## config.mk

```make
export PLATFORM = sky130hd
export DESIGN_NAME = adpcma_top
export DESIGN_NICKNAME = d
export VERILOG_FILES = /design/src/logic/adpcma_pkg.sv /design/src/logic/adpcma_top.sv /design/src/logic/adpcma_mixer.sv /design/src/logic/sample_rom.sv /design/src/logic/rom_arbiter.sv /design/src/logic/adpcma_channel.sv /design/src/logic/adpcma_decoder.sv
export SDC_FILE = /design/constraint.sdc
export NUM_CORES = 1
export LEC_CHECK = 0
export ABC_AREA = 1
export BUFFER_PORTS_ARGS = -buffer_cell sky130_fd_sc_hd__buf_2
export CAP_MARGIN = 20
export CORE_ASPECT_RATIO = 1.2
export CORE_UTILIZATION = 50
export DETAILED_ROUTE_END_ITERATION = 10
export PLACE_DENSITY = 0.78
export SLEW_MARGIN = 20
export SYNTH_ARGS = -nofsm -noshare
export SYNTH_HDL_FRONTEND = slang
export SYNTH_HIERARCHICAL = 1
export SYNTH_SLANG_ARGS = --single-unit
```

## constraint.sdc

```tcl
create_clock -name clk -period 8.4 [get_ports clk]
set_input_delay 0.42 -clock clk [delete_from_list [all_inputs] [get_ports clk]]
set_output_delay 0.42 -clock clk [all_outputs]
set_load 0.005 [all_outputs]
```

## src/verif/sample_rom.hex

```
// one sample byte per column, 16 bytes per line from address 00
// each byte holds two ADPCM-A codes, the high nibble decodes first
08 19 2a 3b 4c 5d 6e 7f 80 91 a2 b3 c4 d5 e6 f7
12 34 56 70 0f 1e 2d 3c 4b 5a 69 78 87 96 a5 b4
77 31 8c 05 f2 6a 19 b0 43 7e d1 28 94 0b 6f 52
c3 1a 57 e8 20 9d 64 0e 73 b9 2f 81 46 da 15 6c
77 77 77 77 00 00 00 00 11 11 22 22 33 33 00 00
77 77 77 76 00 01 00 10 21 12 00 00 30 03 11 00
76 77 77 77 10 00 01 00 02 20 11 11 00 00 23 32
77 67 77 77 00 00 12 21 00 00 31 13 00 00 00 00
ff ff ff ff 88 88 88 88 99 99 aa aa bb bb 88 88
ff ff ff fe 88 89 88 98 a9 9a 88 88 b8 8b 99 88
fe ff ff ff 98 88 89 88 8a a8 99 99 88 88 ab ba
ff ef ff ff 88 88 9a a9 88 88 b9 9b 88 88 88 88
4c 4c 4c 4c c4 c4 c4 c4 3b 3b b3 b3 71 f1 71 f1
70 70 07 07 f0 f0 0f 0f 25 a5 25 a5 62 e2 62 e2
7f 7f f7 f7 5d 5d d5 d5 18 81 18 81 6e e6 6e e6
77 77 70 00 07 77 00 f8 8f ff 88 80 08 f7 7f 00

```

## src/logic/adpcma_pkg.sv

```systemverilog
package adpcma_pkg;

    localparam int num_ch = 4;
    localparam int rom_aw = 8;
    localparam int max_step = 48;
    localparam int mix_credits = 4;

    // the standard ADPCM-A step size for each step index
    localparam logic [10:0] step_table [0:48] = '{
        11'd16, 11'd17, 11'd19, 11'd21, 11'd23, 11'd25, 11'd28,
        11'd31, 11'd34, 11'd37, 11'd41, 11'd45, 11'd50, 11'd55,
        11'd60, 11'd66, 11'd73, 11'd80, 11'd88, 11'd97, 11'd107,
        11'd118, 11'd130, 11'd143, 11'd157, 11'd173, 11'd190, 11'd209,
        11'd230, 11'd253, 11'd279, 11'd307, 11'd337, 11'd371, 11'd408,
        11'd449, 11'd494, 11'd544, 11'd598, 11'd658, 11'd724, 11'd796,
        11'd876, 11'd963, 11'd1060, 11'd1166, 11'd1282, 11'd1411, 11'd1552
    };

    typedef enum logic [1:0] {
        cmd_nop,
        cmd_key_on,
        cmd_key_off
    } cmd_op_t;

    typedef enum logic [2:0] {
        ch_idle,
        ch_fetch,
        ch_wait,
        ch_code_hi,
        ch_code_lo,
        ch_hold
    } ch_state_t;

    typedef struct packed {
        cmd_op_t                     op;
        logic [$clog2(num_ch)-1:0]   ch;
        logic [rom_aw-1:0]           start_addr;
        logic [rom_aw-1:0]           end_addr;
    } ch_cmd_t;

    typedef struct packed {
        logic                        valid;
        logic [rom_aw-1:0]           addr;
    } rom_req_t;

    typedef struct packed {
        logic                        valid;
        logic [$clog2(num_ch)-1:0]   ch;
        logic [7:0]                  data;
    } rom_rsp_t;

    // indices past the top of the table read the last entry
    function automatic logic [10:0] step_size(input logic [5:0] idx);
        if (idx > 6'(max_step)) begin
            return step_table[max_step];
        end
        return step_table[idx];
    endfunction

endpackage
```

## src/logic/adpcma_top.sv

```systemverilog
module adpcma_top (
    input  logic                          clk,
    input  logic                          rst,
    input  adpcma_pkg::ch_cmd_t           cmd,
    input  logic                          credit_return,
    output logic                          out_valid,
    output logic signed [15:0]            out_sample,
    output logic [adpcma_pkg::num_ch-1:0] busy
);

    adpcma_pkg::rom_req_t          reqs [adpcma_pkg::num_ch];
    adpcma_pkg::rom_rsp_t          rom_rsp;
    logic [adpcma_pkg::num_ch-1:0] grant;
    logic [adpcma_pkg::num_ch-1:0] sample_valid;
    logic signed [15:0]            pcm [adpcma_pkg::num_ch];
    logic [adpcma_pkg::rom_aw-1:0] rom_addr;
    logic [7:0]                    rom_data;
    logic                          mix_take;

    for (genvar i = 0; i < adpcma_pkg::num_ch; i++) begin : g_ch
        adpcma_channel #(.ch_idx(i)) ch_i (
            .clk          (clk),
            .rst          (rst),
            .cmd          (cmd),
            .rom_req      (reqs[i]),
            .grant        (grant[i]),
            .rom_rsp      (rom_rsp),
            .sample_valid (sample_valid[i]),
            .pcm          (pcm[i]),
            .mix_take     (mix_take),
            .busy         (busy[i])
        );
    end

    rom_arbiter arb_i (
        .clk      (clk),
        .rst      (rst),
        .reqs     (reqs),
        .grant    (grant),
        .rom_addr (rom_addr),
        .rom_data (rom_data),
        .rom_rsp  (rom_rsp)
    );

    sample_rom rom_i (
        .clk  (clk),
        .addr (rom_addr),
        .data (rom_data)
    );

    adpcma_mixer mix_i (
        .clk           (clk),
        .rst           (rst),
        .busy          (busy),
        .sample_valid  (sample_valid),
        .pcm           (pcm),
        .mix_take      (mix_take),
        .credit_return (credit_return),
        .out_valid     (out_valid),
        .out_sample    (out_sample)
    );

endmodule

```

## src/logic/adpcma_mixer.sv

```systemverilog
module adpcma_mixer (
    input  logic                          clk,
    input  logic                          rst,
    input  logic [adpcma_pkg::num_ch-1:0] busy,
    input  logic [adpcma_pkg::num_ch-1:0] sample_valid,
    input  logic signed [15:0]            pcm [adpcma_pkg::num_ch],
    output logic                          mix_take,
    input  logic                          credit_return,
    output logic                          out_valid,
    output logic signed [15:0]            out_sample
);

    logic [$clog2(adpcma_pkg::mix_credits + 1)-1:0] credits;
    logic signed [17:0]                              sum;
    logic signed [15:0]                              sat;
    logic                                            send;

    always_comb begin
        sum = '0;
        for (int i = 0; i < adpcma_pkg::num_ch; i++) begin
            if (busy[i]) begin
                sum = sum + 18'(pcm[i]);
            end
        end
        if (sum > 18'sd32767) begin
            sat = 16'sh7fff;
        end else if (sum < -18'sd32768) begin
            sat = 16'sh8000;
        end else begin
            sat = sum[15:0];
        end
    end

    // channels still show their old sample while the take is in flight
    assign send = (|busy) && ((sample_valid & busy) == busy) && (credits != '0) && !out_valid;

    always_ff @(posedge clk) begin
        if (rst) begin
            credits <= adpcma_pkg::mix_credits[$bits(credits)-1:0];
            out_valid <= 1'b0;
        end else begin
            out_valid <= send;
            case ({send, credit_return})
                2'b10: credits <= credits - 1'b1;
                2'b01: credits <= credits + 1'b1;
                default: credits <= credits;
            endcase
        end
        if (send) begin
            out_sample <= sat;
        end
    end

    assign mix_take = out_valid;

endmodule

```

## src/logic/sample_rom.sv

```systemverilog
module sample_rom (
    input  logic                          clk,
    input  logic [adpcma_pkg::rom_aw-1:0] addr,
    output logic [7:0]                    data
);

    logic [7:0] mem [2**adpcma_pkg::rom_aw];

    initial begin
        $readmemh("/design/src/verif/sample_rom.hex", mem);
    end

    always_ff @(posedge clk) begin
        data <= mem[addr];
    end

endmodule

```

## src/logic/rom_arbiter.sv

```systemverilog
module rom_arbiter (
    input  logic                          clk,
    input  logic                          rst,
    input  adpcma_pkg::rom_req_t          reqs [adpcma_pkg::num_ch],
    output logic [adpcma_pkg::num_ch-1:0] grant,
    output logic [adpcma_pkg::rom_aw-1:0] rom_addr,
    input  logic [7:0]                    rom_data,
    output adpcma_pkg::rom_rsp_t          rom_rsp
);

    logic [$clog2(adpcma_pkg::num_ch)-1:0] ptr;
    logic [$clog2(adpcma_pkg::num_ch)-1:0] sel;
    logic [$clog2(adpcma_pkg::num_ch)-1:0] rsp_ch;
    logic                                  found;
    logic                                  rsp_valid;

    // search starts one past the last grant
    always_comb begin
        logic [$clog2(adpcma_pkg::num_ch)-1:0] idx;
        idx = ptr;
        sel = ptr;
        found = 1'b0;
        grant = '0;
        for (int i = 0; i < adpcma_pkg::num_ch; i++) begin
            idx = idx + 1'b1;
            if (!found && reqs[idx].valid) begin
                found = 1'b1;
                sel = idx;
            end
        end
        if (found) begin
            grant[sel] = 1'b1;
        end
    end

    assign rom_addr = reqs[sel].addr;

    always_ff @(posedge clk) begin
        if (rst) begin
            ptr <= '1;
            rsp_valid <= 1'b0;
        end else begin
            rsp_valid <= found;
            if (found) begin
                ptr <= sel;
            end
        end
        rsp_ch <= sel;
    end

    assign rom_rsp = '{valid: rsp_valid, ch: rsp_ch, data: rom_data};

endmodule

```

## src/logic/adpcma_channel.sv

```systemverilog
module adpcma_channel #(
    parameter int unsigned ch_idx = 0
) (
    input  logic                  clk,
    input  logic                  rst,
    input  adpcma_pkg::ch_cmd_t   cmd,
    output adpcma_pkg::rom_req_t  rom_req,
    input  logic                  grant,
    input  adpcma_pkg::rom_rsp_t  rom_rsp,
    output logic                  sample_valid,
    output logic signed [15:0]    pcm,
    input  logic                  mix_take,
    output logic                  busy
);

    adpcma_pkg::ch_state_t         state;
    logic [adpcma_pkg::rom_aw-1:0] addr;
    logic [adpcma_pkg::rom_aw-1:0] end_addr;
    logic [7:0]                    data_byte;
    logic                          lo_phase;
    logic                          cmd_hit;
    logic                          key_on;
    logic                          key_off;
    logic                          rsp_hit;
    logic                          code_valid;
    logic [3:0]                    code;

    assign cmd_hit = (32'(cmd.ch) == ch_idx);
    assign key_on = cmd_hit && (cmd.op == adpcma_pkg::cmd_key_on);
    assign key_off = cmd_hit && (cmd.op == adpcma_pkg::cmd_key_off);
    assign rsp_hit = rom_rsp.valid && (32'(rom_rsp.ch) == ch_idx);

    always_ff @(posedge clk) begin
        if (rst) begin
            state <= adpcma_pkg::ch_idle;
            lo_phase <= 1'b0;
        end else if (key_on) begin
            state <= adpcma_pkg::ch_fetch;
            lo_phase <= 1'b0;
        end else if (key_off) begin
            state <= adpcma_pkg::ch_idle;
        end else begin
            case (state)
                adpcma_pkg::ch_fetch: if (grant) state <= adpcma_pkg::ch_wait;
                adpcma_pkg::ch_wait: if (rsp_hit) state <= adpcma_pkg::ch_code_hi;
                adpcma_pkg::ch_code_hi: begin
                    state <= adpcma_pkg::ch_hold;
                    lo_phase <= 1'b0;
                end
                adpcma_pkg::ch_code_lo: begin
                    state <= adpcma_pkg::ch_hold;
                    lo_phase <= 1'b1;
                end
                adpcma_pkg::ch_hold: begin
                    // after the low code the byte is used up
                    if (mix_take && !lo_phase) begin
                        state <= adpcma_pkg::ch_code_lo;
                    end else if (mix_take && addr == end_addr) begin
                        state <= adpcma_pkg::ch_idle;
                    end else if (mix_take) begin
                        state <= adpcma_pkg::ch_fetch;
                    end
                end
                default: state <= adpcma_pkg::ch_idle;
            endcase
        end
    end

    always_ff @(posedge clk) begin
        if (key_on) begin
            addr <= cmd.start_addr;
            end_addr <= cmd.end_addr;
        end else if (state == adpcma_pkg::ch_hold && mix_take && lo_phase) begin
            addr <= addr + 1'b1;
        end
        if (state == adpcma_pkg::ch_wait && rsp_hit) begin
            data_byte <= rom_rsp.data;
        end
    end

    assign code_valid = (state == adpcma_pkg::ch_code_hi) || (state == adpcma_pkg::ch_code_lo);
    assign code = (state == adpcma_pkg::ch_code_hi) ? data_byte[7:4] : data_byte[3:0];

    assign rom_req = '{valid: (state == adpcma_pkg::ch_fetch), addr: addr};
    assign sample_valid = (state == adpcma_pkg::ch_hold);
    assign busy = (state != adpcma_pkg::ch_idle);

    adpcma_decoder dec_i (
        .clk        (clk),
        .rst        (rst),
        .clear      (key_on),
        .code_valid (code_valid),
        .code       (code),
        .pcm        (pcm)
    );

endmodule

```

## src/logic/adpcma_decoder.sv

```systemverilog
module adpcma_decoder (
    input  logic               clk,
    input  logic               rst,
    input  logic               clear,
    input  logic               code_valid,
    input  logic [3:0]         code,
    output logic signed [15:0] pcm
);

    logic [5:0]         step_idx;
    logic [5:0]         raised;
    logic [5:0]         step_next;
    logic [10:0]        step;
    logic [14:0]        prod;
    logic [11:0]        inc;
    logic signed [15:0] acc;

    assign step = adpcma_pkg::step_size(step_idx);

    // increment is step * (2m + 1) / 8
    assign prod = 15'(step) * 15'({code[2:0], 1'b1});
    assign inc = prod[14:3];

    always_comb begin
        case (code[2:0])
            3'd4: raised = step_idx + 6'd2;
            3'd5: raised = step_idx + 6'd5;
            3'd6: raised = step_idx + 6'd7;
            3'd7: raised = step_idx + 6'd9;
            default: raised = (step_idx == 6'd0) ? 6'd0 : step_idx - 6'd1;
        endcase
        step_next = (raised > 6'(adpcma_pkg::max_step)) ? 6'(adpcma_pkg::max_step) : raised;
    end

    always_ff @(posedge clk) begin
        if (rst || clear) begin
            step_idx <= 6'd0;
            acc <= 16'sd0;
        end else if (code_valid) begin
            step_idx <= step_next;
            // the accumulator wraps at 16 bits
            if (code[3]) begin
                acc <= acc - 16'(inc);
            end else begin
                acc <= acc + 16'(inc);
            end
        end
    end

    assign pcm = acc;

endmodule

```

[Word-level counts from Yosys, hierarchy flattened]
Memories as Yosys holds them, arrays and structs flattened.
Cells that the tools add are included.
Word-level totals
  ROM bits: 2816
  flip-flop bits (word level): 233
  memories kept: 4
  output and inout bits: 21
  input bits: 23
Cells by class
  bitwise operators: 13
  muxes and demuxes: 110
  magnitude comparators: 20
  reduce and logical (&&, ||, !) cells: 100
  $mul: 4
  equality and inequality tests: 75
  $add $sub $neg: 41
Memories
  (no name shown): words 64, width 11, read ports 1, clocked after Yosys merged registers in 0, wr ports 0, RTL line adpcma_pkg.sv:57  | return step_table[idx];
  (no name shown): words 64, width 11, read ports 1, clocked after Yosys merged registers in 0, wr ports 0, RTL line adpcma_pkg.sv:57
  (no name shown): words 64, width 11, read ports 1, clocked after Yosys merged registers in 0, wr ports 0, RTL line adpcma_pkg.sv:57
  (no name shown): words 64, width 11, read ports 1, clocked after Yosys merged registers in 0, wr ports 0, RTL line adpcma_pkg.sv:57
Operators with widths (count)
  $mux W11: 16
  $pmux W6 S4: 4
  $mux W16: 5
  $bmux W9 S2: 4
  $eq A3 B3 Y1 const B: 24
  $mux W18: 4
  $mux W9: 8
  $add A16 B12 Y16: 4
  $mux W8: 8
  $sub A16 B12 Y16: 4
  $mul A11 B4 Y15: 4
  $add A18 B16 Y18: 3
  $mux W3: 17
  $add A6 B3 Y6 const B: 8
  $gt A6 B6 Y1 const B: 8
  $mux W6: 8
  $pmux W3 S4: 4
  $logic_and A1 B1 Y1: 39
  $add A8 B1 Y8 const B: 4
  $eq A8 B8 Y1: 4
  $ge A7 B7 Y1 const B: 4
  $not A6 Y7: 4
  $add A6 B2 Y6 const B: 4
  $add A6 B4 Y6 const B: 4
  40 further kinds: 167

[Longest topological paths before layout]
  depth after elaboration: 24
  mapped depth: 48
  depth with buffers taken out: 43

[Cells and area by module]
Netlist, hierarchy kept.
By module, submodules not included
  adpcma_decoder at g_ch[2].ch_i.dec_i ...: sequential area each 440.4 µm², area an instance 4261.6 µm², times used 2, cells each 663
  adpcma_mixer: sequential area each 560.5 µm², area an instance 4483.0 µm², times used 1, cells each 764
  adpcma_decoder at g_ch[1].ch_i.dec_i: sequential area each 440.4 µm², area an instance 4240.3 µm², times used 1, cells each 652
  adpcma_decoder at g_ch[0].ch_i.dec_i: sequential area each 440.4 µm², area an instance 4230.3 µm², times used 1, cells each 657
  adpcma_channel at g_ch[1].ch_i ...: sequential area each 800.8 µm², area an instance 1427.6 µm², times used 2, cells each 144
  adpcma_channel at g_ch[0].ch_i: sequential area each 800.8 µm², area an instance 1428.9 µm², times used 1, cells each 146
  adpcma_channel at g_ch[3].ch_i: sequential area each 800.8 µm², area an instance 1416.4 µm², times used 1, cells each 145
  rom_arbiter: sequential area each 100.1 µm², area an instance 925.9 µm², times used 1, cells each 168
  sample_rom: sequential area each 0.0 µm², area an instance 63.8 µm², times used 1, cells each 9

[Worst setup path before layout]
No wires, ideal clock.
  path kind: reg-to-reg
  from: reg g_ch[2].ch_i.dec_i.step_idx[1]
  to: reg g_ch[2].ch_i.dec_i.acc[15]
  cell stages (with the launch flop): 34
  arrival time: 5.861 ns
  buffers on the path: 0
  setup slack: 2.426 ns
  setup time: 0.113 ns
  cell sequence: dfxtp_1 > inv_1 > ha_1 > nor2_1 > a21oi_1 > a221o_1 > o21ai_0 > nor2_1 > inv_1 > nor2_1 > fa_1 > fa_1 > ha_1 > nand2_1 > nand2_1 > nand3_1 > nand2_1 > a21oi_1 > o21ai_0 > xnor2_1 > inv_1 > nor4_4 > nand2_1 > nand2_1 > xor2_1 > ha_1 > a21oi_1 > o21ai_0 > a211oi_1 > nand3_2 > nand2_1 > nor2_1 > nor2_1 > nor2_1
On the way
  longest elaborated chain between the ends: 8
  elaborated cells on any way between the ends: 11
  those cells by class: 2 x add/sub; 1 x mul; 1 x order compare; 5 x mux; 1 x bitwise; 1 x memory
Ends and longest elaborated chain
  from (decl): RTL line adpcma_decoder.sv:10  | logic [5:0] step_idx;
  from (signal assigned): RTL line adpcma_decoder.sv:40  | step_idx <= step_next;
  $not A6 Y7 (not written as such): RTL line adpcma_pkg.sv:57
  $mem_v2 Z64 W11
  $mux W11 (not written as such) (2 in series): RTL line adpcma_pkg.sv:57
  $mux W11 (*): RTL line adpcma_pkg.sv:57
  $mul A11 B4 Y15 (*): RTL line adpcma_decoder.sv:21  | assign prod = 15'(step) * 15'({code[2:0], 1'b1});
  $add A16 B12 Y16 / $sub A16 B12 Y16 (equally long branches): RTL line adpcma_decoder.sv:45, adpcma_decoder.sv:43
  $mux W16 (*): RTL line adpcma_decoder.sv:42  | if (code[3]) begin
  to (signal assigned): RTL line adpcma_decoder.sv:43  | acc <= acc - 16'(inc);
  to (signal assigned): RTL line adpcma_decoder.sv:45  | acc <= acc + 16'(inc);
  to (decl): RTL line adpcma_decoder.sv:16  | logic signed [15:0] acc;
Every way passes the cells marked *; elsewhere a longest branch is shown, timed or not. The select of a mux whose other input is x is not followed.
A chain may end at the register's enable or synchronous reset.

[Worst setup path after layout]
  from: reg g_ch[3].ch_i.dec_i.step_idx[1]
  to: reg g_ch[3].ch_i.dec_i.acc[12]
On the way
  longest elaborated chain between the ends: 8
  elaborated cells on any way between the ends: 11
  those cells by class: 2 x add/sub; 1 x mul; 1 x order compare; 5 x mux; 1 x bitwise; 1 x memory
Ends and longest elaborated chain (RTL line)
  from (decl): adpcma_decoder.sv:10
  from (signal assigned): adpcma_decoder.sv:40
  $not A6 Y7 (not written as such): adpcma_pkg.sv:57
  $mem_v2 Z64 W11
  $mux W11 (not written as such) (2 in series): adpcma_pkg.sv:57
  $mux W11 (*): adpcma_pkg.sv:57
  $mul A11 B4 Y15 (*): adpcma_decoder.sv:21
  $add A16 B12 Y16 / $sub A16 B12 Y16 (equally long branches): adpcma_decoder.sv:45, adpcma_decoder.sv:43
  $mux W16 (*): adpcma_decoder.sv:42
  to (signal assigned): adpcma_decoder.sv:43
  to (signal assigned): adpcma_decoder.sv:45
  to (decl): adpcma_decoder.sv:16
Marked as above.

==> results.md <==
* Final Slew Violations at 0
* DR DRC count at 0
* Vias in the first global route at 25200
* Final hold vios at 0
* Io pins at 44
* Site Rows at 94
* Critical path fanouts, max at 15
* Max cap viols at 0
* Min cycle time layout at 7.01 ns
* Crit end category: register
* Status: finished, final reports clean
* Postcts setup bufs at 0
* Slew HR at 29.2%
* # diodes at 0
* Sink Count at 225
* Post-synthesis area per instance at 6.83 um2
* Most common cell on crit path: nand2_1
* Critical path required time at 8.83 ns
* Die width at 217 um
* Hold Path Class: in2reg
* Total number of vias at 26600
* Clk_lat worst skew at 0.53 ns
* Clk buf depth at 3
* Peak supply drop at 215 uV
* TritonCTS Buffers at 23
* Skew final at 0.0109 ns
* Power, Total at 0.00713 W
* First-pass GRT wire length at 123 mm
* WL/cell at 15.6 um
* Die area at 0.0566 mm2
* CP Launch Type: register
* Initial core utilization at 50.7%
* # fillers at 5402
* Reg area at 0.00563 mm2
* PwrDens at 244 mW/mm2
* Post-Synthesis Cells at 4073
* Mapped Area at 0.0278 mm2
* Critical Path AT at 7.44 ns
* Fmax at 143 MHz
* Largest net degree at the start of global routing at 29
* Worst-Margin Slew at 1.06 ns
* First-pass DRT Iterations at 6
* Critical path's largest stage delay at 0.70 ns
* Total congestion overflow at 0
* Initial antenna violation count at 0
* Cts hold-fix bufs at 0
* RSZ-0062 raised after global routing: no
* Final ANT Viol Nets at 0
* GRT Total Usage at 26.1%
* DIE HEIGHT at 260 um
* H-tree levels at 1
* Number of buffers and inverters on the critical path at 6
* LEAKAGE at 14.8 nW
* Post-layout worst setup margin at 1.39 ns
* DR iter-0 viols at 2098
* Cell with the largest stage delay on the worst path: dfxtp_1
* Resized cells post-CTS at 0
* Port Buffers at 43
* Layout area overhead at 4.80%
* Largest delay contributor family on the critical path: adder cells
* Setup tns final at 0 ns
* Final setup fails at 0
* Multi-input logic area at 0.0194 mm2
* Fraction of layout cells with a size suffix above 1 at 8.51%
* Worst Hold Margin at 0.146 ns
* Yosys warns at 6
* Commonest non-fill, non-tap cell in the layout: nand2_1
* DP HPWL at 59.7 mm
* CTS tree: yes
* Final RePlAce weighted congestion at 0.994
* Commonest cells after routing, fill and taps aside: 935 x nand2_1, 528 x inv_1, 492 x nor2_1
* Critical path type: reg2reg
* Clk slew on worst S/H paths at 0.07 ns
* Post-layout nets at 4406
* Final wirelength at 74.5 mm
* Final Cycle Share at 83.5%
* Via density at 5.55
* Core area at 0.0549 mm2
* Setup slack at placement at 1.43 ns
* CTS Root Cell: clkbuf_16
==> routing by layer <==
layer / share of wire, % / GRT usage, %
met4: 2.7 / 7.82
met2: 49 / 47.7
met1: 43 / 32.7
met5: 0 / 0
met3: 5.4 / 1.78
==> report_power, final <==
| group | internal, W | switching [W] | total (W) |
|---|---|---|---|
| combinational | 0.00156 | 0.00297 | 0.00453 |
| clock | 0.000602 | 0.000446 | 0.00105 |
| sequential | 0.00138 | 0.000168 | 0.00155 |
| total | 0.00354 | 0.00358 | 0.00713 |
==> through the flow <==
step | area, um2 | std cells | utilization [%]
3_5_place_dp | 28400 | 4746 | 51.7
3_3_place_gp | 28400 | 4746 | 51.7
6_report | 29200 | 4787 | 53.1
5_1_grt | 29200 | 4787 | 53.1
4_1_cts | 29200 | 4787 | 53.1
2_1_floorplan | 27800 | 4080 | -
==> area by class of cell <==
cell class,count,share of cell area [%]
inverters,579,7.49
flip-flops and latches,225,19.3
multi-input cells,3164,66.4
clock buffers,29,2.19
well taps,720,3.09
clock inverters,12,0.408
repair buffers,58,1.12
==> sequential cells by signal, summed over array words and instances (netlist names), 2 cells and up <==
| signal | flops |
|---|---|
| g_ch.ch_i/dec_i/step_idx | 24 |
| g_ch.ch_i/dec_i/pcm | 64 |
| mix_i/credits | 3 |
| g_ch.ch_i/addr | 32 |
| arb_i/ptr | 2 |
| g_ch.ch_i/lo_phase | 4 |
| mix_i/out_sample | 16 |
| g_ch.ch_i/data_byte | 32 |
| g_ch.ch_i/state | 12 |
| g_ch.ch_i/end_addr | 32 |
| arb_i/rsp_ch | 2 |
==> final timing paths <==
kind	start	end	slack [ns]	depth (start not counted)
setup reg to reg	g_ch[3].ch_i/dec_i/step_idx[1]$_SDFFE_PP0P_	g_ch[3].ch_i/dec_i/pcm[12]$_SDFFE_PP0P_	1.39	37
setup / recovery	g_ch[3].ch_i/dec_i/step_idx[1]$_SDFFE_PP0P_	g_ch[3].ch_i/dec_i/pcm[12]$_SDFFE_PP0P_	1.39	37
hold reg to reg	mix_i/credits[2]$_SDFFE_PP1P_	mix_i/credits[2]$_SDFFE_PP1P_	0.49	1
hold / removal	cmd[1]	g_ch[2].ch_i/end_addr[1]$_DFFE_PP_	0.15	1
(Power assumes the default switching activity.)
